<file path="src/common/rtg_params.svh">
// RTG sizes and OSD shades. FIFO depth and address width must agree
// CLUT index is 8 bits wide, so the entry count stays at 256
`ifndef RTG_PARAMS_SVH
`define RTG_PARAMS_SVH

// Pixel word FIFO
`define RTG_FIFO_DEPTH 16
`define RTG_FIFO_AW 4

// Palette
`define RTG_CLUT_ENTRIES 256

// OSD colour levels, top two bits of each component
`define RTG_OSD_SHADE_ON 2'b11
`define RTG_OSD_SHADE_OFF_RG 2'b00
`define RTG_OSD_SHADE_OFF_B 2'b10

`endif

</file>
<file path="src/common/rtg_pkg.sv">
// Shared RTG video types. All structs are packed MSB first
// The FIFO word is fixed at 16 bits, one hi-colour pixel or two CLUT indices
`default_nettype none

package rtg_pkg;

  typedef struct packed {
    logic [7:0] r;                   // Red
    logic [7:0] g;                   // Green
    logic [7:0] b;                   // Blue
  } rgb24_t;

  // RGB555 view of a FIFO word
  typedef struct packed {
    logic       pad;                 // Ignored top bit
    logic [4:0] r;
    logic [4:0] g;
    logic [4:0] b;
  } hicolor_t;

  // Indexed view of a FIFO word, high byte shown first
  typedef struct packed {
    logic [7:0] idx_hi;
    logic [7:0] idx_lo;
  } clut_pair_t;

  typedef union packed {
    hicolor_t   hicolor;
    clut_pair_t clut;
  } rtg_word_u;

  typedef struct packed {
    logic       ena;                 // RTG screen on
    logic       clut_mode;           // 8-bit indexed instead of hi-colour
    logic       ext;                 // One extra fetch past hblank
    logic [3:0] pixel_width;         // Clocks per fetch minus one
    logic [6:0] vb_end;              // Extra blank lines after vblank
  } rtg_cfg_t;

  typedef struct packed {
    rgb24_t rgb;
    logic   hs;
    logic   vs;
    logic   cs;
    logic   hblank;
    logic   vblank;
  } native_video_t;

  typedef struct packed {
    rgb24_t rgb;
    logic   hs;
    logic   vs;
    logic   cs;
  } video_out_t;

  typedef struct packed {
    logic       we;                  // Write strobe
    logic [7:0] idx;                 // Palette entry
    rgb24_t     rgb;
  } clut_wr_t;

  typedef enum logic [1:0] {
    IDLE,                            // RTG off or waiting for frame start
    VBLANK,                          // Chipset vblank, FIFO flushed
    VB_COUNT,                        // Counting extra blank lines
    ACTIVE                           // RTG picture shown
  } blank_state_e;

endpackage

`default_nettype wire

</file>
<file path="src/rtl/video_mixer.sv">
// RTG or native colour select with OSD overlay, one register stage
// Syncs pass through with the same single cycle delay
`default_nettype none

`include "rtg_params.svh"

module video_mixer
  import rtg_pkg::*;
(
  input  wire logic          clk_114,
  input  wire logic          arst_n,
  input  wire native_video_t native,
  input  wire rgb24_t        rtg_rgb,
  input  wire logic          blank_d,
  input  wire logic          rtg_active,
  input  wire logic          osd_window,
  input  wire logic          osd_pixel,
  output video_out_t         video_out
);

  rgb24_t     mix_rgb;               // After RTG select
  rgb24_t     osd_rgb;               // After OSD overlay
  logic [1:0] shade_rg;
  logic [1:0] shade_b;

  assign mix_rgb = (rtg_active && !blank_d) ? rtg_rgb : native.rgb;

  // Blue keeps a tint when the OSD pixel is off
  assign shade_rg = osd_pixel ? `RTG_OSD_SHADE_ON : `RTG_OSD_SHADE_OFF_RG;
  assign shade_b  = osd_pixel ? `RTG_OSD_SHADE_ON : `RTG_OSD_SHADE_OFF_B;

  always_comb begin
    osd_rgb = mix_rgb;
    if (osd_window) begin
      osd_rgb.r = {shade_rg, mix_rgb.r[7:2]};
      osd_rgb.g = {shade_rg, mix_rgb.g[7:2]};
      osd_rgb.b = {shade_b, mix_rgb.b[7:2]};
    end
  end

  always_ff @(posedge clk_114 or negedge arst_n) begin
    if (!arst_n) begin
      video_out <= '0;
    end else begin
      video_out.rgb <= osd_rgb;
      video_out.hs  <= native.hs;
      video_out.vs  <= native.vs;
      video_out.cs  <= native.cs;
    end
  end

endmodule

`default_nettype wire

</file>
<file path="config.mk">
export PLATFORM = sky130hd
export DESIGN_NAME = video_mixer
export DESIGN_NICKNAME = d
export VERILOG_FILES = /design/src/common/rtg_pkg.sv /design/src/rtl/video_mixer.sv
export VERILOG_INCLUDE_DIRS = /design/src /design/src/common
export SDC_FILE = /design/constraint.sdc
export NUM_CORES = 1
export LEC_CHECK = 0
export BUFFER_PORTS_ARGS = -buffer_cell sky130_fd_sc_hd__buf_2
export CAP_MARGIN = 20
export CORE_ASPECT_RATIO = 1.1
export CORE_UTILIZATION = 40
export CTS_CLUSTER_DIAMETER = 60
export DETAILED_ROUTE_END_ITERATION = 10
export PLACE_DENSITY = 0.78
export SLEW_MARGIN = 40
export SYNTH_ARGS = -nofsm -noshare
export SYNTH_HDL_FRONTEND = slang
export SYNTH_SLANG_ARGS = --single-unit
</file>
<file path="constraint.sdc">
create_clock -name clk_114 -period 0.9 [get_ports clk_114]
set_clock_uncertainty 0.05 [all_clocks]
set_input_delay 0.135 -clock clk_114 [delete_from_list [all_inputs] [get_ports clk_114]]
set_output_delay 0.135 -clock clk_114 [all_outputs]
set_load 0.1 [all_outputs]
</file>
-- Yosys cells after proc, flatten, opt, wreduce, memory -nomap -nowiden
Cells that the tools add are included.
Widths: inputs -> output; s select.
- register bits after elaboration: 27
- bits of input ports: 59
- output and inout bits: 27
- logic and storage cells: 12
- mux-type cells: 4
- reductions and logical operators: 2
- operators by type and width (kind ; count):
    $mux 24 ; 2
    $mux 2 ; 1
    $logic_and 1x1->1 ; 1
    $logic_not 1->1 ; 1
    $mux 1 ; 1

-- Logic depth before layout (Yosys ltp)
- depth after elaboration: 4
- mapped depth: 4
- mapped depth without buffers: 2

-- Worst setup path before layout
Ideal clock, no wire load.
- kind: input -> register
- start: in blank_d
- end: reg video_out[21] (netlist bit)
- library setup time: 0.139 ns
- arrival: 0.984 ns
- data required time: 0.711 ns
- setup slack: -0.272 ns
- stages on the path: 4
- buffers on the path: 2
- cells stage by stage: nand2b_1 > buf_6 > buf_6 > mux4_2
- RTL lines (element ; RTL line ; text):
    start: declaration ; video_mixer.sv:14 ; input wire logic blank_d,
    end: declaration ; video_mixer.sv:18 ; output video_out_t video_out

-- Worst setup path in the final report
- start: reg video_out[5] (netlist bit)
- end: out video_out[5] (netlist bit)
No word-level cell between the ends.

==> results.cfg <==
[floorplanning]
core_area_um2 = 3050
io_pins = 86
row_count = 21
die_y_um = 61.2
start_util_pct = 41.7
die_area_um2 = 3410
fp.dieW_um = 55.8

[yosys]
synth-xor-area-share_pct = 0
yosysSeqAreaShare_pct = 53.1
syn_avg_cell_area_um2 = 18.2
ys_async_sr_fraction_pct = 100
synth_cell_types = 14
synth_top_cell_area_share_pct = 53.1
syn_inst = 70
ys.warnings.count = 0
synthesis.area_um2 = 1270
synthTopCellsByArea = dfrtp_1 53%, mux4_2 28%, mux4_1 4.1%
ys_dominant_reg_cell = dfrtp_1
synth_nets = 129
yosys.area_share.simple_pct = 6.59
synth_common_cells = 27 x dfrtp_1, 16 x mux4_2, 5 x a211oi_1, 5 x nor2_1, 5 x nor4b_1
synth_edf_count = 0
synth_largest_area_cell = dfrtp_1
synth_seq_cells = 27
synth_top_family_by_area = multiplexers
synth_mux_area_share_pct = 32.4
yosysMostFrequentCell = dfrtp_1
synth_compound_area_share_pct = 3.64
synthAdderAreaFrac_pct = 0

[place]
place.gp.congestion = 0.702
place_hpwl_um = 2980
place_ws_ns = -0.395
port_buffers = 83
placed_cells = 193
dpl-instance-area_um2 = 2230

[power]
pwr-share-clk_pct = 13.1
leakagePower_nw = 1.10
p_seq_share_pct = 37.3
p_switching_mw = 1.55
internal-power_mw = 2.30
power.density_nw_per_um2 = 1580
ir_worst_vdd_mv = 1.31
sw_frac_of_total_pct = 40.3
pwr-share-comb_pct = 49.6

[final_layout]
fillers = 173
drive_above_1_share_pct = 80.7
finalInstanceArea_um2 = 2430
final_nets = 236
stdcell_count = 210
syn2layout_area_growth_pct = 90.9
antenna_cells = 0
largest_reg_flops = 27
reg_top3 = video_out x27
top_register = video_out

[drt]
drt_iter0_drc = 26
drt-pass1-iter-count = 4
wl_per_cell_um = 19.4
wirelength_um = 4070
drt-vias-per-instance = 5.46
num_vias = 1146
remaining_drc_errors = 0
ant_nets = 0

[clock_network]
clock_sink_count = 27
cts-root-buf = clkbuf_4
cts_buffers = 3
cts_tree = yes
clk_pin_slew_ns = 0.14
clk_path_buf_depth = 2
htree_num_levels = 1

[setup_path]
critPathKind = flop to output pin
path_max_fanout = 1
crit_buf_inv = 1
slowest_stage = dfrtp_2
crit_chain = buf_12
crit_path_end_kind = output pin
crit_arrival_ns = 0.94
cp.required_ns = 0.71
crit_family = flip-flops
start_kind = flop
worst_path_largest_cell_delay_ns = 0.45

[sta]
final_max_slew_viol_count = 0
setup_viol = 46
maxSlewHeadroom_pct = 69.7
hold_viol = 0
fmax_ghz = 0.891
worst_slack_ns = -0.222
finalCriticalPeriod_ns = 1.12
worstMarginPinSlew_ns = 0.453
layout_worst_path_cycle_share_pct = 125
fin_setup_tns_ns = -6.12
rsz0062_at_grt = true

[grt]
track_usage_pct = 22.9
grt_overflow = 0
grt_pass1_vias = 1156
grt_pass1_wl_um = 5620
grt_max_degree = 28
antenna_found_initial = 0

[hold_path]
hp-class = input pin to flop

[run_status]
status = finished with violations
violations = setup timing

[flow_run]
drv_cap = 0
-- layout by cell type (no fill, tap or decap), drive strengths merged --
cell type    netlist  routed
nor2b              1       1
and3b              1       1
nand2b             1       1
nor4b              5       5
clkinv             1       1
mux4              18      18
clkbuf             2       4
buf                3     102
a211o              1       1
dlygate4sd3        0       5
nor2               5       5
a211oi             5       5
dfrtp             27      27
-- power by group through the flow --
| stage | sequential (mW) | combinational (mW) | clock, mW |
|---|---|---|---|
| floorplan | 2.23 | 0.236 | 0 |
| global placement | 1.46 | 1.78 | 0 |
| detailed placement | 1.46 | 1.82 | 0 |
| CTS | 1.44 | 1.88 | 0.517 |
| global route | 1.45 | 1.95 | 0.571 |
| finish | 1.44 | 1.91 | 0.502 |
-- layout make-up --
type | instances | area [µm²] | area share, %
clock buffer | 4 | 26.3 | 1.08
tap | 34 | 42.5 | 1.75
timing repair buffer | 107 | 1110 | 45.7
inverter | 1 | 3.75 | 0.155
sequential | 27 | 697 | 28.7
multi-input combinational | 37 | 548 | 22.6
-- what timing repair did --
| action | CTS | global route |
|---|---|---|
| pin swaps | 0 | 0 |
| hold endpoints to repair | 31 | 1 |
| buffers inserted | 5 | 2 |
| hold buffers | 4 | 1 |
| resized for setup | 8 | 3 |
| endpoints found under the setup margin | 40 | 39 |
| gates cloned | 1 | 0 |
-- cell families after synthesis --
logic type,after synthesis
AOI/OAI and AO/OA,6
buffers and inverters,6
DFF,27
muxes,18
and+or+nand+nor,13
-- path summary, 6_finish.rpt --
kind | startpoint | end | slack (ns) | depth (start not counted)
max | video_out[5]$_DFF_PN0_ | video_out[5] | -0.22 | 1
min | native[27] | video_out[25]$_DFF_PN0_ | 0.07 | 3
max in group asynchronous | arst_n | video_out[18]$_DFF_PN0_ | 0.39 | 3
min in group asynchronous | arst_n | video_out[2]$_DFF_PN0_ | 0.24 | 3
-- metrics by stage --
stage,hold slack (ns),power [mW],util [%]
after detailed placement,0.0417,3.28,73.3
final,0.0659,3.85,79.7
after global placement,0.0339,3.24,73.3
after CTS,-0.0124,3.84,78.5
after global routing,0.0520,3.97,79.7
after floorplan,-0.211,2.47,-
-- layer usage --
metal / share of wire [%] / vias to the layer above / track usage (%)
met4: 2.8 / 0 / 10.4
met5: 0 / - / 0
met2: 60 / 70 / 46.1
li1: - / 496 / -
met3: 5.8 / 10 / 4.41
met1: 31 / 570 / 23.4
Note: power is estimated with default switching activity, not from simulation.
