`src/common/rtg_params.svh`:
```
// RTG sizes and OSD shades. FIFO depth and address width must agree
// CLUT index is 8 bits wide, so the entry count stays at 256
`ifndef RTG_PARAMS_SVH
`define RTG_PARAMS_SVH

// Pixel word FIFO
`define RTG_FIFO_DEPTH 16
`define RTG_FIFO_AW 4

// Palette
`define RTG_CLUT_ENTRIES 256

// OSD colour levels, top two bits of each component
`define RTG_OSD_SHADE_ON 2'b11
`define RTG_OSD_SHADE_OFF_RG 2'b00
`define RTG_OSD_SHADE_OFF_B 2'b10

`endif

```
`src/common/rtg_pkg.sv`:
```
// Shared RTG video types. All structs are packed MSB first
// The FIFO word is fixed at 16 bits, one hi-colour pixel or two CLUT indices
`default_nettype none

package rtg_pkg;

  typedef struct packed {
    logic [7:0] r;                   // Red
    logic [7:0] g;                   // Green
    logic [7:0] b;                   // Blue
  } rgb24_t;

  // RGB555 view of a FIFO word
  typedef struct packed {
    logic       pad;                 // Ignored top bit
    logic [4:0] r;
    logic [4:0] g;
    logic [4:0] b;
  } hicolor_t;

  // Indexed view of a FIFO word, high byte shown first
  typedef struct packed {
    logic [7:0] idx_hi;
    logic [7:0] idx_lo;
  } clut_pair_t;

  typedef union packed {
    hicolor_t   hicolor;
    clut_pair_t clut;
  } rtg_word_u;

  typedef struct packed {
    logic       ena;                 // RTG screen on
    logic       clut_mode;           // 8-bit indexed instead of hi-colour
    logic       ext;                 // One extra fetch past hblank
    logic [3:0] pixel_width;         // Clocks per fetch minus one
    logic [6:0] vb_end;              // Extra blank lines after vblank
  } rtg_cfg_t;

  typedef struct packed {
    rgb24_t rgb;
    logic   hs;
    logic   vs;
    logic   cs;
    logic   hblank;
    logic   vblank;
  } native_video_t;

  typedef struct packed {
    rgb24_t rgb;
    logic   hs;
    logic   vs;
    logic   cs;
  } video_out_t;

  typedef struct packed {
    logic       we;                  // Write strobe
    logic [7:0] idx;                 // Palette entry
    rgb24_t     rgb;
  } clut_wr_t;

  typedef enum logic [1:0] {
    IDLE,                            // RTG off or waiting for frame start
    VBLANK,                          // Chipset vblank, FIFO flushed
    VB_COUNT,                        // Counting extra blank lines
    ACTIVE                           // RTG picture shown
  } blank_state_e;

endpackage

`default_nettype wire

```
`src/rtg/rtg_pixel_decode.sv`:
```
// FIFO word decode. Output is one cycle behind q in both modes
// blank_d lines up with rtg_rgb for the mixer
`default_nettype none

module rtg_pixel_decode
  import rtg_pkg::*;
(
  input  wire logic      clk_114,
  input  wire logic      arst_n,
  input  wire rtg_cfg_t  cfg,
  input  wire rtg_word_u q,
  input  wire logic      clut_sel,
  input  wire logic      blank,
  input  wire rgb24_t    clut_rgb,
  output logic [7:0]     clut_rd_idx,
  output rgb24_t         rtg_rgb,
  output logic           blank_d
);

  rgb24_t hc_rgb;                    // Expanded hi-colour, aligned with CLUT
  logic   blank_d1;

  // Top bits repeated into the low end, so full scale stays full scale
  function automatic logic [7:0] expand5(input logic [4:0] c);
    return {c, c[4:2]};
  endfunction

  // clut_sel clears together with the q update, so the index follows q
  assign clut_rd_idx = clut_sel ? q.clut.idx_lo : q.clut.idx_hi;

  always_ff @(posedge clk_114) begin
    hc_rgb.r <= expand5(q.hicolor.r);
    hc_rgb.g <= expand5(q.hicolor.g);
    hc_rgb.b <= expand5(q.hicolor.b);
  end

  always_ff @(posedge clk_114 or negedge arst_n) begin
    if (!arst_n) begin
      blank_d1   <= 1'b1;
      blank_d    <= 1'b1;
    end else begin
      blank_d1   <= blank;             // q stage
      blank_d    <= blank_d1;          // Colour stage
    end
  end

  assign rtg_rgb = cfg.clut_mode ? clut_rgb : hc_rgb;

endmodule

`default_nettype wire

```
`config.mk`:
```
export PLATFORM = sky130hd
export DESIGN_NAME = rtg_pixel_decode
export DESIGN_NICKNAME = d
export VERILOG_FILES = /design/src/common/rtg_params.svh /design/src/common/rtg_pkg.sv /design/src/rtg/rtg_pixel_decode.sv
export SDC_FILE = /design/constraint.sdc
export NUM_CORES = 1
export LEC_CHECK = 0
export BUFFER_PORTS_ARGS = -buffer_cell sky130_fd_sc_hd__buf_2
export CORE_MARGIN = 4
export CORE_UTILIZATION = 30
export DETAILED_ROUTE_END_ITERATION = 10
export GPL_ROUTABILITY_DRIVEN = 0
export HOLD_SLACK_MARGIN = 0.1
export PLACE_DENSITY = 0.74
export SYNTH_ARGS = -nofsm -noshare
export SYNTH_HDL_FRONTEND = slang
export SYNTH_SLANG_ARGS = --single-unit
```
`constraint.sdc`:
```
create_clock -name clk_114 -period 0.9 [get_ports clk_114]
set_input_delay 0.18 -clock clk_114 [delete_from_list [all_inputs] [get_ports clk_114]]
set_output_delay 0.18 -clock clk_114 [all_outputs]
set_load 0.01 [all_outputs]
```
* Word-level counts from Yosys, hierarchy flattened
Cells that the tools add are included.
** Word-level totals
- Register bits after elaboration :: 26
- Input bits :: 58
- Output and inout bits :: 33
- Logic and storage cells :: 7
** Cells by class
- Mux-type cells :: 2
** Operators with widths (number)
- 2-to-1 mux 24 bit :: 1
- 2-to-1 mux 8 bit :: 1

* Longest topological paths before layout
- Depth in word-level cells :: 1
- Mapped depth :: 3
- Gate-level depth less buffers :: 1

* Worst setup path after synthesis
OpenSTA, ideal clock, no wires.
- Path type :: input to output
- Start point :: input cfg[12] in the netlist's numbering
- End point :: output rtg_rgb[0] in the netlist's numbering
- Data arrival time :: 744 ps
- Required time :: 720 ps
- Path slack :: -24 ps
- Stages :: 3
- Path buffers :: 2
- Path through :: buf_6 buf_12 mux2_4
** RTL lines
- start: declaration :: RTL line rtg_pixel_decode.sv:10 : input wire rtg_cfg_t cfg,
- end: declaration :: RTL line rtg_pixel_decode.sv:16 : output rgb24_t rtg_rgb,

==> results.py <==
metrics = {
    "outcome": {
        "status": "complete, but fails checks",
        "violations": "negative setup slack",
    },
    "finish": {
        "fillers": 194,
        "area_growth_pct": 103,
        "final_util_pct": 66.3,
        "final_nets": 208,
        "drive_gt1_share_pct": 85.2,
        "diodes": 0,
    },
    "floorplanning": {
        "num_rows": 18,
        "start_util_pct": 32.6,
        "die-area_sq_um": 3730,
        "core_area_sq_um": 2590,
        "io-pin-count": 91,
        "die_w_um": 61.1,
        "fp.dieH_um": 61.1,
    },
    "clock_tree": {
        "numCtsBuffers": 3,
        "post_cts_buffers": 0,
        "cts_root_buf": "clkbuf_4",
        "clock-sinks": 17,
        "max-clock-path-buffers": 2,
        "cts_tree": "built",
        "clk_latency_ns": 0.27,
        "htree_levels": 1,
        "clk_pin_slew_ns": 0.10,
    },
    "pwr": {
        "vdd_ir_drop_max_mv": 1.02,
        "leakage_nw": 0.881,
        "powerDensity_nw_per_um2": 1150,
        "fin_total_pwr_w": 0.00197,
    },
    "synthesis": {
        "synth_edf_count": 0,
        "synthAdderAreaFrac_pct": 0,
        "ys_seq_area_share_pct": 41.8,
        "yosysWarnings": 0,
        "synth-xor-area-share_pct": 0,
        "yosys_most_used_dff": "dfxtp_1",
        "synth_top_family_by_area": "multiplexers",
        "async_reset_ff_share_pct": 11.8,
        "synth_simple_gate_area_share_pct": 0,
        "synthDistinctLibCells": 7,
        "syn-num-nets": 111,
        "syn_area_per_cell_sq_um": 15.9,
        "synth_compound_area_share_pct": 0,
        "yosys-top-cells-area": "dfxtp_1 36%, mux2_4 36%, mux2_2 16%, dfstp_2 6.2%, buf_12 4.7%",
        "synth_seq_cells": 17,
        "yosysTopAreaCellShare_pct": 35.6,
        "synth_most_common_cell": "mux2_4",
        "netlist_area_sq_um": 845,
        "synth.mux.area_fraction_pct": 51.6,
        "yosysTopAreaCell": "dfxtp_1",
        "yosys-top-cells-count": "20 x mux2_4, 15 x dfxtp_1, 12 x mux2_2",
        "syn_inst": 53,
    },
    "route": {
        "vias": 802,
        "drtIter0Drc": 11,
        "ant_nets": 0,
        "wl_per_cell_um": 15.2,
        "dr.pass1.iters": 4,
        "drt_wl_total_mm": 2.72,
        "vias_per_cell": 4.48,
        "drc": 0,
    },
    "critical_path": {
        "ff2ff_path_depth": 0,
        "path_buf_inv": 1,
        "worstSetupPathType": "register to output pin",
        "max_stage_delay_ns": 0.34,
        "startpoint_type": "register",
        "critPathSlowestCell": "dfxtp_2",
        "reg2reg_slack_ns": 0.33,
        "r2r_start": "blank_d1$_DFF_PN1_",
        "timing.rr.end": "blank_d$_DFF_PN1_",
        "critPathTopFamily": "flip-flops",
        "critPathCaptureType": "output pin",
        "crit_chain": "mux2_4, buf_6",
        "cp.arrival_ns": 1.02,
        "worstSetupStartpoint": "hc_rgb[14]$_DFF_P_",
        "cp.required_ns": 0.72,
        "cp_max_fo": 2,
    },
    "global_routing": {
        "overflow": 0,
        "antenna_found_initial": 0,
        "globalRouteMet3Util_pct": 2.10,
        "grtUsageTotal_pct": 16.0,
        "met1_usage_pct": 12.8,
        "grt_pass1_vias": 900,
        "grt_pass1_wl_mm": 4.17,
        "grt.busiest_layer": "met2",
        "grt_max_degree": 13,
        "grtUsageMet2_pct": 35.0,
    },
    "timing": {
        "report.final.slew_viol_count": 0,
        "setup_violations": 33,
        "slew-limit-headroom_pct": 92.4,
        "timing.final.crit_period_ns": 1.20,
        "fin_ws_ns": -0.296,
        "final_hold_viol_count": 0,
        "period_share_pct": 133,
        "rsz0062_at_grt": "true",
        "worst_pin_slew_ns": 0.115,
        "fmax_mhz": 836,
        "skew_ns": 0.0000739,
    },
    "worst_hold_path": {
        "whs_endpoint": "blank_d$_DFF_PN1_",
        "hold_path_class": "register to register",
        "holdPathStages": 0,
        "hp-start": "blank_d1$_DFF_PN1_",
    },
    "place": {
        "portBuffers": 77,
        "place_hpwl_mm": 1.87,
    },
    "flow_run": {
        "cap_violations": 0,
    },
}
-- what timing repair did --
item,in CTS,in global routing
gates cloned,0,0
hold buffers,17,0
resized for setup,56,1
endpoints found under the hold margin,18,0
endpoints found under the setup margin,33,33
-- routing by layer --
layer  wire length, um  vias to the layer above
li1                  -                      381
met3               179                        6
met2              1690                       44
met4                87                        0
met1               765                      371
met5                 0                        -
-- cells by family after synthesis --
logic type,count (synthesis)
buffers and inverters,4
DFF,17
muxes,32
-- cell usage in the layout, fill, tap and decap left out, drive strengths merged --
| cell type | synthesis | layout |
|---|---|---|
| dfxtp | 15 | 15 |
| dfstp | 2 | 2 |
| clkbuf | 0 | 4 |
| dlygate4sd3 | 0 | 17 |
| mux2 | 32 | 32 |
| buf | 4 | 79 |
-- cell type report --
class                   instances  area (sq um)  share of cell area (%)
well taps                      30          37.5                    2.19
clock buffers                   4          26.3                    1.53
multi-input cells              32           469                    27.3
flip-flops and latches         17           367                    21.4
repair buffers                 96           817                    47.6
-- worst max-delay path by stage --
stage                     cells after the start          end
after detailed placement                      4  rtg_rgb[15]
after global routing                          2   rtg_rgb[1]
final                                         2   rtg_rgb[9]
after global placement                        4  rtg_rgb[14]
after floorplan                               3   rtg_rgb[0]
after CTS                                     2   rtg_rgb[2]
-- power by group --
group | internal (W) | total [W] | switching, W
clock | 0.000172 | 0.000398 | 0.000226
sequential | 0.000802 | 0.000819 | 0.0000171
combinational | 0.000504 | 0.000751 | 0.000247
-- state kept, by name, summed over array words and instances, names as in the netlist --
| register | count |
|---|---|
| hc_rgb | 15 |
| blank_d | 1 |
| blank_d1 | 1 |
-- through the flow --
| stage | hold WS, ns | area (sq um) | instances | worst slack [ns] | setup TNS [ns] |
|---|---|---|---|---|---|
| floorplan | 0.0322 | 853 | 53 | -0.0181 | -0.362 |
| global placement | 0.133 | 1250 | 158 | -0.215 | -5.86 |
| detailed placement | 0.131 | 1250 | 158 | -0.234 | -6.32 |
| CTS | 0.355 | 1710 | 179 | -0.292 | -6.96 |
| global route | 0.359 | 1720 | 179 | -0.333 | -7.95 |
| finish | 0.362 | 1720 | 179 | -0.296 | -6.81 |
Note: power is estimated with default switching activity, not from simulation.
