`config.mk`:
```
export PLATFORM = sky130hd
export DESIGN_NAME = rtg_fetch_timer
export DESIGN_NICKNAME = d
export VERILOG_FILES = /design/src/common/rtg_params.svh /design/src/common/rtg_pkg.sv /design/src/rtl/rtg_fetch_timer.sv
export SDC_FILE = /design/constraint.sdc
export NUM_CORES = 1
export LEC_CHECK = 0
export CORE_AREA = 2 2 39 41
export DETAILED_ROUTE_END_ITERATION = 8
export DIE_AREA = 0 0 41 43
export DONT_BUFFER_PORTS = 1
export SYNTH_ARGS = -nofsm -noshare
export SYNTH_HDL_FRONTEND = slang
export SYNTH_SLANG_ARGS = --single-unit
```
`constraint.sdc`:
```
create_clock -name clk_114 -period 1.94 [get_ports clk_114]
set_clock_uncertainty 0.15 [all_clocks]
set_input_delay 0.388 -clock clk_114 [delete_from_list [all_inputs] [get_ports clk_114]]
set_output_delay 0.388 -clock clk_114 [all_outputs]
set_load 0.05 [all_outputs]
```
`src/common/rtg_params.svh`:
```
// RTG sizes and OSD shades. FIFO depth and address width must agree
// CLUT index is 8 bits wide, so the entry count stays at 256
`ifndef RTG_PARAMS_SVH
`define RTG_PARAMS_SVH

// Pixel word FIFO
`define RTG_FIFO_DEPTH 16
`define RTG_FIFO_AW 4

// Palette
`define RTG_CLUT_ENTRIES 256

// OSD colour levels, top two bits of each component
`define RTG_OSD_SHADE_ON 2'b11
`define RTG_OSD_SHADE_OFF_RG 2'b00
`define RTG_OSD_SHADE_OFF_B 2'b10

`endif

```
`src/common/rtg_pkg.sv`:
```
// Shared RTG video types. All structs are packed MSB first
// The FIFO word is fixed at 16 bits, one hi-colour pixel or two CLUT indices
`default_nettype none

package rtg_pkg;

  typedef struct packed {
    logic [7:0] r;                   // Red
    logic [7:0] g;                   // Green
    logic [7:0] b;                   // Blue
  } rgb24_t;

  // RGB555 view of a FIFO word
  typedef struct packed {
    logic       pad;                 // Ignored top bit
    logic [4:0] r;
    logic [4:0] g;
    logic [4:0] b;
  } hicolor_t;

  // Indexed view of a FIFO word, high byte shown first
  typedef struct packed {
    logic [7:0] idx_hi;
    logic [7:0] idx_lo;
  } clut_pair_t;

  typedef union packed {
    hicolor_t   hicolor;
    clut_pair_t clut;
  } rtg_word_u;

  typedef struct packed {
    logic       ena;                 // RTG screen on
    logic       clut_mode;           // 8-bit indexed instead of hi-colour
    logic       ext;                 // One extra fetch past hblank
    logic [3:0] pixel_width;         // Clocks per fetch minus one
    logic [6:0] vb_end;              // Extra blank lines after vblank
  } rtg_cfg_t;

  typedef struct packed {
    rgb24_t rgb;
    logic   hs;
    logic   vs;
    logic   cs;
    logic   hblank;
    logic   vblank;
  } native_video_t;

  typedef struct packed {
    rgb24_t rgb;
    logic   hs;
    logic   vs;
    logic   cs;
  } video_out_t;

  typedef struct packed {
    logic       we;                  // Write strobe
    logic [7:0] idx;                 // Palette entry
    rgb24_t     rgb;
  } clut_wr_t;

  typedef enum logic [1:0] {
    IDLE,                            // RTG off or waiting for frame start
    VBLANK,                          // Chipset vblank, FIFO flushed
    VB_COUNT,                        // Counting extra blank lines
    ACTIVE                           // RTG picture shown
  } blank_state_e;

endpackage

`default_nettype wire

```
`src/rtl/rtg_fetch_timer.sv`:
```
// Fetch pacing for the RTG FIFO. pixel_width must not change mid-line
// clut_sel splits each fetch period in two halves for indexed mode
`default_nettype none

module rtg_fetch_timer
  import rtg_pkg::*;
(
  input  wire logic     clk_114,
  input  wire logic     arst_n,
  input  wire rtg_cfg_t cfg,
  input  wire logic     blank,
  input  wire logic     rtg_active,
  output logic          fetch,
  output logic          clut_sel,
  output logic          pixel_strobe
);

  logic [3:0] pix_cnt;               // Clocks since last fetch
  logic [3:0] half_cnt;
  logic       blank_q;               // Blank one cycle ago
  logic       fetch_d;
  logic       clut_sel_d;
  logic       clut_rise;

  assign half_cnt  = {1'b0, cfg.pixel_width[3:1]};
  assign clut_rise = clut_sel & ~clut_sel_d;

  // Ext lets one more fetch through just after blank rises
  assign fetch = rtg_active & (pix_cnt == cfg.pixel_width) &
                 (~blank | (~blank_q & cfg.ext));

  always_ff @(posedge clk_114 or negedge arst_n) begin
    if (!arst_n) begin
      pix_cnt    <= '0;
      clut_sel   <= 1'b0;
      blank_q    <= 1'b1;
      fetch_d    <= 1'b0;
      clut_sel_d <= 1'b0;
    end else begin
      blank_q    <= blank;
      fetch_d    <= fetch;
      clut_sel_d <= clut_sel;
      if (blank || fetch) begin
        pix_cnt  <= '0;
        clut_sel <= 1'b0;
      end else begin
        pix_cnt <= pix_cnt + 1'b1;
        if (pix_cnt == half_cnt) clut_sel <= 1'b1;   // Second byte from here
      end
    end
  end

  // New pixel on each word, plus mid-word in CLUT mode
  assign pixel_strobe = rtg_active ? (fetch_d | (clut_rise & cfg.clut_mode)) : 1'b1;

endmodule

`default_nettype wire

```
# Word-level counts from Yosys, hierarchy flattened

Index checks and enable logic that the tools add are counted.

Flip-flop bits (word level): 8
Bits of input ports: 18
Logic and storage cells: 24

Add/sub/neg operators: 1
Equal/unequal tests: 2
Multiplexer cells: 4
Bitwise gates (word level): 10
Reductions and logical operators: 2

Operators with widths:

| cell                                        | number |
|---|---|
| bitwise AND 1 bit                           | 5 |
| adder 4 x 1 -> 4 bit, second input constant | 1 |
| == test 4 x 3 -> 1 bit                      | 1 |
| == test 4 bit                               | 1 |
| two-way mux 4 bit                           | 1 |
| two-way mux 1 bit                           | 3 |
| inverter 1 bit                              | 3 |
| OR 1 bit                                    | 2 |
| nonzero test 2 bit                          | 1 |
| logical OR 1 bit                            | 1 |

# Longest topological paths before layout

Depth in word-level cells: 6
Depth in mapped cells: 4

# Worst setup path after synthesis

Ideal clock, no wire load.

Path kind: register -> output
Start: register clut_sel
End: output port pixel_strobe
Arrival time: 1,823 ps
Data required time: 1,402 ps
Slack: -421 ps
Stages on the path, launching flop included: 3
Buffers on the path: 0
Cells stage by stage: dfrtp_1 -> nand2_1 -> o21ai_0

Cells in the longest elaborated chain, start to end: 4

Ends and longest elaborated chain:

| element                  | line                  | source |
|---|---|---|
| start: declaration       | rtg_fetch_timer.sv:14 | `output logic clut_sel,` |
| start signal: assignment | rtg_fetch_timer.sv:35 | `clut_sel <= 1'b0;` |
| start signal: assignment | rtg_fetch_timer.sv:45 | `clut_sel <= 1'b0;` |
| start signal: assignment | rtg_fetch_timer.sv:48 | `if (pix_cnt == half_cnt) clut_sel <= 1'b1;` |
| bitwise AND 1 bit        | rtg_fetch_timer.sv:26 | `assign clut_rise = clut_sel & ~clut_sel_d;` |
| bitwise AND 1 bit        | rtg_fetch_timer.sv:54 | `assign pixel_strobe = rtg_active ? (fetch_d \| (clut_rise & cfg.clut_mode)) : 1'b1;` |
| OR 1 bit                 | rtg_fetch_timer.sv:54 |  |
| two-way mux 1 bit        | rtg_fetch_timer.sv:54 |  |
| end: declaration         | rtg_fetch_timer.sv:15 | `output logic pixel_strobe` |

Every way passes these cells.

# Worst setup path after layout

Start: register pix_cnt[2]
End: output port fetch

Cells in the longest elaborated chain, start to end: 3

Ends and longest elaborated chain:

| element                         | line                  | source |
|---|---|---|
| start: declaration              | rtg_fetch_timer.sv:18 | `logic [3:0] pix_cnt;` |
| start signal: assignment        | rtg_fetch_timer.sv:47 | `pix_cnt <= pix_cnt + 1'b1;` |
| == test 4 bit                   | rtg_fetch_timer.sv:29 | `assign fetch = rtg_active & (pix_cnt == cfg.pixel_width) &` |
| bitwise AND 1 bit (2 in series) | rtg_fetch_timer.sv:29 |  |
| end: declaration                | rtg_fetch_timer.sv:13 | `output logic fetch,` |

Every way passes these cells.

==> impl_metrics.env <==
export IMPL_wl_um=797
export IMPL_ys_warn_count=0
export IMPL_p_int_mw=0.303
export IMPL_p_sw_share_pct=28.0
export IMPL_dieArea_sq_mm=0.00176
export IMPL_synthCells=36
export IMPL_antenna_found_initial=0
export IMPL_dp_cells=55
export IMPL_max_vdd_ir_drop_v=0.000292
export IMPL_hold_depth=1
export IMPL_remaining_drc_errors=0
export IMPL_reg2reg_slack_ps=540
export IMPL_dp_slack_ps=187
export IMPL_finalWorstSetupSlack_ps=28.7
export IMPL_place_gp_congestion=0.635
export IMPL_dr_pass1_iters=4
export IMPL_cp_start_kind="flop"
export IMPL_finalSetupViolations=0
export IMPL_syn_area_sq_um=404
export IMPL_drtIter0Drc=2
export IMPL_setup_tns_ps=0
export IMPL_max_freq_ghz=0.523
export IMPL_clk_path_buf_depth=2
export IMPL_instances_no_fill=64
export IMPL_grt_pass1_vias=337
export IMPL_crit_type="reg -> out"
export IMPL_grt_pass1_wl_um=1360
export IMPL_insertion_delay_ps=250
export IMPL_die_h_um=43
export IMPL_dr_total_vias=310
export IMPL_drive_gt1_share_pct=31.3
export IMPL_synthesis_nets=55
export IMPL_reg2regPathDepth=4
export IMPL_die_w_um=41
export IMPL_p_per_area_mw_per_mm2=800
export IMPL_final_common_cell="buf_4"
export IMPL_clkPwrFrac_pct=32.6
export IMPL_min_period_over_period_pct=98.5
export IMPL_grtUsageTotal_pct=11.7
export IMPL_leakage_nw=0.229
export IMPL_slew_headroom_pct=74.4
export IMPL_detailedPlacementHpwl_um=602
export IMPL_hold_viol=0
export IMPL_switchingPower_mw=0.118
export IMPL_min_from="blank"
export IMPL_r2r_end="pix_cnt[3]"
export IMPL_layout_common_cells="7 x buf_4, 6 x xnor2_1, 6 x dfrtp_1"
export IMPL_num_io_pins=21
export IMPL_tightest_slew_ps=383
export IMPL_cts_htree_levels=1
export IMPL_finalCriticalPeriod_ps=1910
export IMPL_min_path_type="in -> reg"
export IMPL_cts_tree="done"
export IMPL_cp_max_fo=4
export IMPL_cp_required_ps=1400
export IMPL_ant_nets=0
export IMPL_rsz0062_at_grt="true"
export IMPL_clk_pin_slew_ps=60
export IMPL_clock_sinks=8
export IMPL_power_share_sequential_pct=45.0
export IMPL_status="finished clean"
export IMPL_viasPerCell=4.84
export IMPL_pwr_share_comb_pct=22.4
export IMPL_syn2layout_area_growth_pct=30.3
export IMPL_initial_core_util_pct=29.2
export IMPL_overflow=0
export IMPL_synth_distinct_cells=16
export IMPL_root_buffer="clkbuf_4"
export IMPL_numCtsBuffers=3
export IMPL_row_count=14
export IMPL_cap_violations=0
export IMPL_drv_slew=0
export IMPL_whs_endpoint="clut_sel"
export IMPL_port_buffers=0
export IMPL_routedWlPerCell_um=12.5
export IMPL_nNetsFinal=68
export IMPL_post_synth_cell_area_avg_sq_um=11.2
export IMPL_synth_seq_cells=8
export IMPL_worstReg2RegStart="pix_cnt[0]"
export IMPL_crit_path_end_kind="output pin"
export IMPL_core_sq_mm=0.00138
export IMPL_fillers=147
export IMPL_diodes=0
export IMPL_critPathArrivalTime_ps=1370
export IMPL_seq_area_frac_synth_pct=49.8
export IMPL_grt_max_degree=9
[worst max path at each step]
stage / start / endpoint / slack [ps] / cells after the start
detailed placement: pix_cnt[2] / fetch / 190 / 3
floorplan: pix_cnt[2] / fetch / 160 / 3
global placement: pix_cnt[2] / fetch / 210 / 3
CTS: pix_cnt[3] / fetch / 10 / 3
global route: pix_cnt[2] / fetch / -80 / 3
finish: pix_cnt[2] / fetch / 30 / 3
[routing by layer]
metal  GRT usage, %  part of all wire (%)  wire [um]
met2           18.4                    51        408
met3           5.24                   9.2         73
met4           4.00                     0          0
met5              0                     0          0
met1           13.4                    40        315
[power by group through the flow]
stage	registers [mW]	clock network [mW]	logic, mW
after detailed placement	0.195	0	0.0769
after global placement	0.195	0	0.0757
after CTS	0.190	0.144	0.0912
final	0.189	0.137	0.0944
after floorplan	0.201	0	0.0505
after global routing	0.191	0.154	0.105
[worst max-delay path: stages, from the launching register on]
cell and delay (ps):
dfrtp_2 420, xor2_1 150, nor3_2 220, and3_4 320
[flip-flops by register name (all words and copies together), names as in the netlist]
register	cells
fetch_d	1
clut_sel_d	1
blank_q	1
clut_sel	1
pix_cnt	4
[cells in the mapped netlist]
library cell  number  share of area, %
o21ai_0            2               2.5
a41oi_1            1               2.2
nor2b_1            1               1.5
and3_2             1               1.9
and2_0             1               1.5
nor3_2             1               2.5
dfrtp_1            7                43
dfstp_2            1               6.5
inv_1              3               2.8
xor2_1             3               6.5
buf_2              1               1.2
nand2_1            1              0.93
nand3_1            1               1.2
a211oi_1           5               9.3
xnor2_1            6                13
ha_1               1               3.1
[kinds of logic after synthesis]
group	synth area share, %
flip-flops	49.8
adder cells (fa/ha/maj)	3.10
XOR/XNOR	19.5
buffers and inverters	4.02
AND/OR/NAND/NOR	9.60
AO/OA/AOI/OAI	13.9
[final cells by class]
class,instances,area [sq um],area share [%]
Sequential cell,8,203,38.5
Multi-Input combinational cell,24,194,36.8
Tap cell,16,20.0,3.80
Clock buffer,4,26.3,4.99
Inverter,3,11.3,2.14
Timing Repair Buffer,9,72.6,13.8
[metrics by stage]
stage | power [mW] | cell area (sq um) | hold slack (ps) | util, %
final | 0.421 | 527 | 40.9 | 38.1
after global routing | 0.451 | 527 | 29.3 | 38.1
after CTS | 0.425 | 510 | 30.6 | 36.9
after detailed placement | 0.272 | 453 | -57.4 | 32.7
after global placement | 0.271 | 453 | -57.4 | 32.7
after floorplan | 0.252 | 408 | -57.6 | -
[repair_timing]
item / in CTS / in global routing
hold buffers: 2 / 0
buffers inserted: 1 / 2
endpoints found under the setup margin: 1 / 1
gates resized for setup: 1 / 1
pin swaps: 2 / 2
endpoints found under the hold margin: 9 / 0
(Power assumes the default switching activity.)
