### config.mk
export PLATFORM = sky130hd
export DESIGN_NAME = rtg_blank_fsm
export DESIGN_NICKNAME = d
export VERILOG_FILES = /design/src/common/rtg_params.svh /design/src/common/rtg_pkg.sv /design/src/rtl/rtg_blank_fsm.sv
export SDC_FILE = /design/constraint.sdc
export NUM_CORES = 1
export LEC_CHECK = 0
export BUFFER_PORTS_ARGS = -buffer_cell sky130_fd_sc_hd__buf_2
export CELL_PAD_IN_SITES_DETAIL_PLACEMENT = 1
export CELL_PAD_IN_SITES_GLOBAL_PLACEMENT = 1
export CORE_MARGIN = 8
export CORE_UTILIZATION = 37
export CTS_CLUSTER_DIAMETER = 80
export DETAILED_ROUTE_END_ITERATION = 12
export HOLD_SLACK_MARGIN = 0.03
export PLACE_DENSITY_LB_ADDON = 0.1
export SLEW_MARGIN = 25
export SYNTH_ARGS = -nofsm -noshare
export SYNTH_HDL_FRONTEND = slang
export SYNTH_SLANG_ARGS = --single-unit
### constraint.sdc
create_clock -name clk_114 -period 4.4 [get_ports clk_114]
set_clock_uncertainty 0.2 [all_clocks]
set_input_delay 0.88 -clock clk_114 [delete_from_list [all_inputs] [get_ports clk_114]]
set_output_delay 0.88 -clock clk_114 [all_outputs]
set_load 0.02 [all_outputs]
### src/common/rtg_params.svh
// RTG sizes and OSD shades. FIFO depth and address width must agree
// CLUT index is 8 bits wide, so the entry count stays at 256
`ifndef RTG_PARAMS_SVH
`define RTG_PARAMS_SVH

// Pixel word FIFO
`define RTG_FIFO_DEPTH 16
`define RTG_FIFO_AW 4

// Palette
`define RTG_CLUT_ENTRIES 256

// OSD colour levels, top two bits of each component
`define RTG_OSD_SHADE_ON 2'b11
`define RTG_OSD_SHADE_OFF_RG 2'b00
`define RTG_OSD_SHADE_OFF_B 2'b10

`endif

### src/common/rtg_pkg.sv
// Shared RTG video types. All structs are packed MSB first
// The FIFO word is fixed at 16 bits, one hi-colour pixel or two CLUT indices
`default_nettype none

package rtg_pkg;

  typedef struct packed {
    logic [7:0] r;                   // Red
    logic [7:0] g;                   // Green
    logic [7:0] b;                   // Blue
  } rgb24_t;

  // RGB555 view of a FIFO word
  typedef struct packed {
    logic       pad;                 // Ignored top bit
    logic [4:0] r;
    logic [4:0] g;
    logic [4:0] b;
  } hicolor_t;

  // Indexed view of a FIFO word, high byte shown first
  typedef struct packed {
    logic [7:0] idx_hi;
    logic [7:0] idx_lo;
  } clut_pair_t;

  typedef union packed {
    hicolor_t   hicolor;
    clut_pair_t clut;
  } rtg_word_u;

  typedef struct packed {
    logic       ena;                 // RTG screen on
    logic       clut_mode;           // 8-bit indexed instead of hi-colour
    logic       ext;                 // One extra fetch past hblank
    logic [3:0] pixel_width;         // Clocks per fetch minus one
    logic [6:0] vb_end;              // Extra blank lines after vblank
  } rtg_cfg_t;

  typedef struct packed {
    rgb24_t rgb;
    logic   hs;
    logic   vs;
    logic   cs;
    logic   hblank;
    logic   vblank;
  } native_video_t;

  typedef struct packed {
    rgb24_t rgb;
    logic   hs;
    logic   vs;
    logic   cs;
  } video_out_t;

  typedef struct packed {
    logic       we;                  // Write strobe
    logic [7:0] idx;                 // Palette entry
    rgb24_t     rgb;
  } clut_wr_t;

  typedef enum logic [1:0] {
    IDLE,                            // RTG off or waiting for frame start
    VBLANK,                          // Chipset vblank, FIFO flushed
    VB_COUNT,                        // Counting extra blank lines
    ACTIVE                           // RTG picture shown
  } blank_state_e;

endpackage

`default_nettype wire

### src/rtl/rtg_blank_fsm.sv
// RTG frame state. Needs ena static within a frame
// Line count saturates at vb_end, larger counts than 127 are not possible
`default_nettype none

module rtg_blank_fsm
  import rtg_pkg::*;
(
  input  wire logic     clk_114,
  input  wire logic     arst_n,
  input  wire rtg_cfg_t cfg,
  input  wire logic     native_hs,
  input  wire logic     native_vblank,
  input  wire logic     native_hblank,
  output logic          blank,
  output logic          rtg_active,
  output logic          flush
);

  blank_state_e state;
  blank_state_e state_nxt;
  logic [6:0]   line_cnt;            // Extra lines seen so far
  logic         hs_d;
  logic         hs_rise;

  assign hs_rise = native_hs & ~hs_d;

  always_comb begin
    state_nxt = state;
    if (!cfg.ena) begin
      state_nxt = IDLE;
    end else if (native_vblank) begin
      state_nxt = VBLANK;              // Restart every frame
    end else begin
      unique case (state)
        IDLE:     state_nxt = IDLE;    // Wait for the first vblank
        VBLANK:   state_nxt = VB_COUNT;
        VB_COUNT: if (line_cnt == cfg.vb_end) state_nxt = ACTIVE;
        ACTIVE:   state_nxt = ACTIVE;
      endcase
    end
  end

  always_ff @(posedge clk_114 or negedge arst_n) begin
    if (!arst_n) begin
      state    <= IDLE;
      line_cnt <= '0;
      hs_d     <= 1'b0;
    end else begin
      state <= state_nxt;
      hs_d  <= native_hs;
      if (state != VB_COUNT) begin
        line_cnt <= '0;                // Fresh count each frame
      end else if (hs_rise && line_cnt != cfg.vb_end) begin
        line_cnt <= line_cnt + 1'b1;
      end
    end
  end

  assign blank      = (state != ACTIVE) | native_hblank;
  assign rtg_active = cfg.ena & (state != IDLE);
  assign flush      = (state == IDLE) | (state == VBLANK);

endmodule

`default_nettype wire

# == Word level (Yosys, flattened, before mapping) ==
# Cells that the tools add are included.
# word_totals
inputBits,19
n_memories,0
ramBits,0
elab_cells,27
latch_bits,0
regBits,10
mem_bits_ro,0
# classes
shifts,0
muxes,6
eq_ne,8
magnitude_cmp,0
reduce_logical,4
n_mul,0
bitwise,5
n_addsub,1
n_div,0
# op_table
cell,count
$mux W7,2
$pmux W2 S4,1
$add A7 B1 Y7 const B,1
$eq A7 B7 Y1,1
$ne A7 B7 Y1,1
$mux W2,3
$eq A2 B2 Y1 const B,2
$ne A2 B2 Y1 const B,2
$ne A4 B4 Y1 const B,1
$reduce_bool A2 Y1,2
$and A1 B1 Y1,2
$eq A2 B1 Y1 const B,1
$logic_not A2 Y1,1
$or A1 B1 Y1,2
$logic_and A1 B1 Y1,1
$not A1 Y1,1

# == Depth between registers and ports, before layout ==
# Gate-level depths: netlist of run 1.
# logic_depth
depth_word,5
mapped_depth,5

# == Worst setup path before layout of run 1 ==
# Ideal clock, no wire load.
# synth_path
kind,in2out
from,input native_hblank
to,output blank
t_arrival_ns,1.132
cell_stages,1
required_time_ns,3.320
slack_ns,2.188
n_path_buf,0
cell_sequence,nand3b_1
# synth_via
elab_chain_cells,1
# synth_rtl
element,line,text
start: declaration,rtg_blank_fsm.sv:13,"input wire logic native_hblank,"
$or A1 B1 Y1,rtg_blank_fsm.sv:59,assign blank = (state != ACTIVE) | native_hblank;
end: declaration,rtg_blank_fsm.sv:14,"output logic blank,"
# No other way between the ends.

# == Worst setup path in the final report of run 1 ==
# Same ends and word-level chain as after synthesis.

==> summary.md, run 1 <==
| Metric | Value |
|---|---|
| Run status | `finished, final reports clean` |
| Slew @ Worst Pin | `roughly 0.46 ns` |
| Initial antenna violation count | `0` |
| Clk_lat worst skew | `0.27 ns` |
| First-pass GRT wire length | `roughly 2.6 mm` |
| Final WS setup | `2.05 ns` |
| Top cell type's share of synthesized area | `0.419` |
| Setup Fix Bufs, Post-CTS | `0` |
| Clock transition at path regs | `about 0.07 ns` |
| I/O pins | `22` |
| Via count | `between 500 and 600` |
| Core area | `1510 sq um` |
| Final TNS setup | `0 ns` |
| Antenna-violating nets left | `0` |
| Routed length per instance | `16.2 um` |
| Sequential-to-total area share from yosys stat | `0.419` |
| DP Worst Slack | `just over 2 ns` |
| Die X | `~56 um` |
| Grt total ovfl | `0` |
| Die height | `~56 um` |
| Largest net degree at the start of global routing | `11` |
| Area Overhead vs Synth | `22.0%` |
| Psw | `0.0493 mW` |
| Synth cell count leaders | `10 x dfrtp_1, 8 x nor2_1, 7 x xor2_1` |
| CP endpoint | `blank` |
| Post-cts resize count | `0` |
| CTS tree | `yes` |
| Internal Power | `0.152 mW` |
| Total GRT Usage | `0.106` |
| CP Max Fanout | `1` |
| Clock sinks | `10` |
| Final nets | `100` |
| Finished Core Util | `0.483` |
| Synth unique cells | `24` |
| Max_cap viols | `0` |
| Gpl congestion | `0.704` |
| Setup crit start | `native_hblank` |
| Total CTS buffers | `3` |
| Fin. Hold Viols | `0` |
| Avg Inst Size Synth | `9.95 sq um` |
| Crit Path Category | `primary input to output port` |
| Syn_nets | `80` |
| Final-report max-slew violation count | `0` |
| Ant diodes | `0` |
| H-tree depth | `1` |
| Die Footprint | `3150 sq um` |
| CTS Root Cell | `clkbuf_4` |
| Mapped Cells | `60` |
| EDFF count, synth | `0` |
| Vias in the first global route | `between 500 and 600` |
| Worst r2r src | `line_cnt[0]` |
| Worst Path Required | `3.32 ns` |
| Hold crit path type | `primary input to asynchronous set/reset pin` |
| Worst reg-to-reg setup slack | `between 2 and 3 ns` |
| Reg2reg end | `line_cnt[5]` |
| Hpwl dp | `~1.2 mm` |
| Area leader, netlist | `dfrtp_1` |
| Sequential Power Share | `0.468` |
| Comb pwr share | `0.103` |
| Post-CTS Hold Buffers | `0` |
| DR vias/cell | `~5.5` |
| Ys async rst share | `1.00` |
| Critical Path AT | `between 1 and 1.5 ns` |
| PortBufs | `15` |
| RSZ-0062 raised after global routing | `false` |
| Synth Flop Type | `dfrtp_1` |
| Final setup viols | `0` |
| Fin crit period | `roughly 2.4 ns` |
| Worst Setup Start Kind | `primary input` |
| Power per cell area | `276 nW/um^2` |
| Reg2reg path depth | `5` |
| Clock Tree Buf Depth | `2` |
| Register area | `250 sq um` |
| Leak pwr | `roughly 0.35 nW` |
| Syn. warnings | `0` |
| Net Sw Frac | `0.245` |
| Max Fclk | `about 430 MHz` |
| Most frequent cell after synthesis | `dfrtp_1` |
| DRC | `0` |
| Multi-input gate area | `roughly 340 sq um` |
| Final period utilization | `0.534` |
| Mapped cell area | `about 600 sq um` |
| Fill cells | `191` |
| Total power draw | `between 0.2 and 0.25 mW` |
| Share of post-route cells with drive strength above 1 | `0.316` |
| Setup crit end kind | `output port` |
| Worst slew margin | `0.696` |
| DR pass1 iterations | `3` |
| Row count | `14` |
| Worst vdd ir | `0.168 mV` |
| Clock power share | `0.429` |
| Ranking of synthesized cells by area | `dfrtp_1 42%, xor2_1 10%, nor2_1 5.0%` |
| Synth Register Bits | `10` |
| Routed WL | `about 1.5 mm` |
| Detailed Route Iter0 Violations | `2` |
| Initial Util | `0.396` |
| Fin Hold WS | `around 0.26 ns` |
[layout by cell type (no fill, tap or decap), drive strengths merged]
master	instances
or2b	1
nor2b	1
nand3b	1
inv	1
a21oi	5
xnor2	2
xor2	7
and3	2
buf	15
nand2b	1
nor3	1
a31o	4
o21a	1
o21ai	2
nand3	2
clkbuf	4
nor2	8
nor4	1
a211oi	3
ha	1
nand2	6
dfrtp	10
[flip-flops by register name, indices dropped and copies added (netlist names)]
name,flops
line_cnt,7
state,2
hs_d,1
[per-layer routing]
layer  routed length (um)  vias to the layer above  track usage
li1                     -                      252            -
met4                   61                        0       0.0756
met5                    0                        -            0
met3                   83                        6       0.0457
met1                  682                      253        0.118
met2                  710                       13        0.158
[final cells by class]
class                   instances  area share
clock buffers                   4      0.0498
multi-input cells              49       0.471
flip-flops and latches         10       0.344
inverters                       1     0.00515
repair buffers                 15       0.103
well taps                      16      0.0275
[power groups by stage]
stage	combinational, mW	sequential (mW)	clock (mW)
final	0.0207	0.0942	0.0864
after global routing	0.0234	0.0946	0.0930
after CTS	0.0213	0.0943	0.0898
after detailed placement	0.0212	0.0961	0
after global placement	0.0209	0.0961	0
after floorplan	0.0109	0.0958	0
[worst min-delay path by stage]
stage,start,to
floorplan,state[0],state[0]
global placement,line_cnt[3],line_cnt[3]
detailed placement,line_cnt[3],line_cnt[3]
CTS,arst_n,line_cnt[3]
global route,arst_n,hs_d
finish,arst_n,state[0]
[metrics by stage]
| stage | cell area [sq um] | cells |
|---|---|---|
| after floorplan | 597 | 60 |
| after global placement | 692 | 91 |
| after detailed placement | 692 | 91 |
| after CTS | 728 | 95 |
| after global routing | 728 | 95 |
| final | 728 | 95 |
[cells by family (layout without fill, tap and decap cells)]
group,after synthesis,in the layout,share of synthesized area
AO/OA/AOI/OAI,15,15,0.195
buffers and inverters,1,20,0.00628
XOR/XNOR,9,9,0.132
adder cells (fa/ha/maj),1,1,0.0210
AND/OR/NAND/NOR,24,24,0.226
flip-flops,10,10,0.419
[critical path, stage by stage]
cell	delay (ns)
buf_2	0.09
nand3b_1	0.14
buf_2	0.16
Note: power is estimated with default switching activity, not from simulation.
==> run 2: changes to the inputs <==
CORE_UTILIZATION = 31   (was 37)
clock period = 2.1 ns   (was 4.4 ns; I/O delays follow)
==> run 2 against run 1 <==
Against the previous run: critical path depth increased by 2; first-iteration DRC count grew to 5.5 times the previous value; clock power increased by 54%; setup slack got worse by 1.8 ns; largest power group unchanged; count of clock-buffer cells in the layout shrank 1; hold slack got worse by 0.19 ns; final cell count is 13% higher; register-to-register slack worse by 2.3 ns; via count down 1.7%; sequential power increased by 110%; power up 87%.
==> summary.md, run 2 (synthesis gave the netlist of run 1 again) <==
| Metric | Value |
|---|---|
| CTS tree | `yes` |
| Die X | `about 60 um` |
| Fill cells | `between 200 and 250` |
| Worst reg-to-reg setup slack | `0.26 ns` |
| Worst Hold Depth | `1` |
| Detailed Route Iter0 Violations | `11` |
| Register area | `250 sq um` |
| Power per cell area | `504 nW/um^2` |
| Gpl congestion | `0.702` |
| Post-cts resize count | `0` |
| Total GRT Usage | `0.106` |
| Hpwl dp | `between 1 and 1.5 mm` |
| Worst slew margin | `0.711` |
| Final-report max-slew violation count | `0` |
| Clock transition at path regs | `about 0.070 ns` |
| Final TNS setup | `0 ns` |
| Routed WL | `between 1.5 and 2 mm` |
| Crit Path Category | `flip-flop to flip-flop` |
| Final setup viols | `0` |
| Slowest cell delay on critical path | `approximately 0.45 ns` |
| Total power draw | `roughly 0.38 mW` |
| Die height | `around 60 um` |
| Worst vdd ir | `about 0.18 mV` |
| RSZ-0062 raised after global routing | `false` |
| Initial Util | `0.317` |
| Multi-input gate area | `343 sq um` |
| DR vias/cell | `between 4 and 5` |
| PortBufs | `15` |
| I/O pins | `22` |
| Share of post-route cells with drive strength above 1 | `0.313` |
| Leak pwr | `about 0.36 nW` |
| Hold crit path type | `primary input to flip-flop` |
| Reg2reg end | `line_cnt[5]` |
| Clk_lat worst skew | `between 0.2 and 0.3 ns` |
| Largest register FFs | `7` |
| Routed length per instance | `approximately 15 um` |
| Critical Path AT | `around 1.8 ns` |
| Vias in the first global route | `581` |
| Final nets | `~100` |
| Hold path endpoint | `hs_d` |
| Worst r2r src | `line_cnt[1]` |
| CP Max Fanout | `6` |
| Worst Setup Start Kind | `flip-flop` |
| Most flops, register | `line_cnt` |
| Setup Fix Bufs, Post-CTS | `0` |
| H-tree depth | `1` |
| Antenna-violating nets left | `0` |
| Core area | `between 1500 and 2000 sq um` |
| Post-CTS Hold Buffers | `1` |
| Most frequent cells in the layout | `15 x buf_2, 10 x dfrtp_1, 8 x nor2_1` |
| Area Overhead vs Synth | `24.9%` |
| Ant diodes | `0` |
| Total CTS buffers | `3` |
| Grt total ovfl | `0` |
| Die Footprint | `around 3600 sq um` |
| Max_cap viols | `0` |
| Row count | `16` |
| Clock sinks | `10` |
| Fin crit period | `approximately 1.8 ns` |
| Hold Startpoint | `native_hs` |
| Clock Tree Buf Depth | `2` |
| First-pass GRT wire length | `between 2 and 3 mm` |
| Initial antenna violation count | `0` |
| DRC | `0` |
| Run status | `finished, final reports clean` |
| CTS Root Cell | `clkbuf_4` |
| Critical Path, Cell by Cell | `xor2_1, nor4_4, a211oi_4, a21oi_1, a31o_1` |
| Max Fclk | `between 500 and 600 MHz` |
| Commonest non-fill, non-tap cell in the layout | `buf_2` |
| Reg2reg path depth | `5` |
| Final period utilization | `0.875` |
| Critical-path top delay cell | `dfrtp_1` |
| Setup crit end kind | `flip-flop` |
| Slew @ Worst Pin | `roughly 0.43 ns` |
| Largest net degree at the start of global routing | `11` |
| Worst Path Required | `2.05 ns` |
| Via count | `~500` |
| Largest registers | `line_cnt: 7 flops, state: 2 flops, hs_d: 1 flops` |
| DR pass1 iterations | `2` |
| Fin. Hold Viols | `0` |
run 2: cell type report:
type | count | share of cell area
multi-input cells | 49 | 0.460
flip-flops and latches | 10 | 0.336
repair buffers | 17 | 0.124
well taps | 27 | 0.0453
clock buffers | 3 | 0.0302
inverters | 1 | 0.00503
run 2: critical path, delay by kind of cell (launching register included):
kind	cells	cell delay [ns]
xor+xnor	1	0.29
compound gates	3	0.69
flops	1	0.45
simple gates	1	0.09
run 2: where the power goes:
part           leakage (nW)  internal (mW)  switching [mW]
clock                0.0138         0.0661          0.0666
combinational         0.205         0.0195          0.0263
sequential            0.137          0.195         0.00244
run 2: routing by layer:
layer,up-vias,global-route usage,routed length (um),part of all wire
met5,-,0,0,0
met4,0,0.0612,15,0.0094
met3,2,0.0452,108,0.067
met2,9,0.152,751,0.47
met1,253,0.128,726,0.45
li1,251,-,-,-
run 2: worst max-delay path by stage:
stage / depth (start not counted) / slack (ns) / endpoint / startpoint
detailed placement: 5 / 0.20 / line_cnt[2] / cfg[4]
global placement: 5 / 0.20 / line_cnt[2] / cfg[4]
global route: 5 / 0.12 / line_cnt[0] / line_cnt[4]
finish: 5 / 0.26 / line_cnt[5] / line_cnt[1]
floorplan: 4 / 0.41 / line_cnt[2] / line_cnt[0]
CTS: 4 / 0.23 / line_cnt[2] / line_cnt[4]
run 2: through the flow:
stage / setup WS, ns / utilization / cell area, sq um / hold slack [ns] / cells
3_3_place_gp: 0.200 / 0.379 / 713 / 0.107 / 103
6_report: 0.263 / 0.396 / 746 / 0.0751 / 107
5_1_grt: 0.118 / 0.396 / 746 / 0.0582 / 107
4_1_cts: 0.234 / 0.396 / 746 / 0.0665 / 107
2_1_floorplan: 0.406 / - / 597 / -0.0756 / 60
3_5_place_dp: 0.202 / 0.379 / 713 / 0.107 / 103
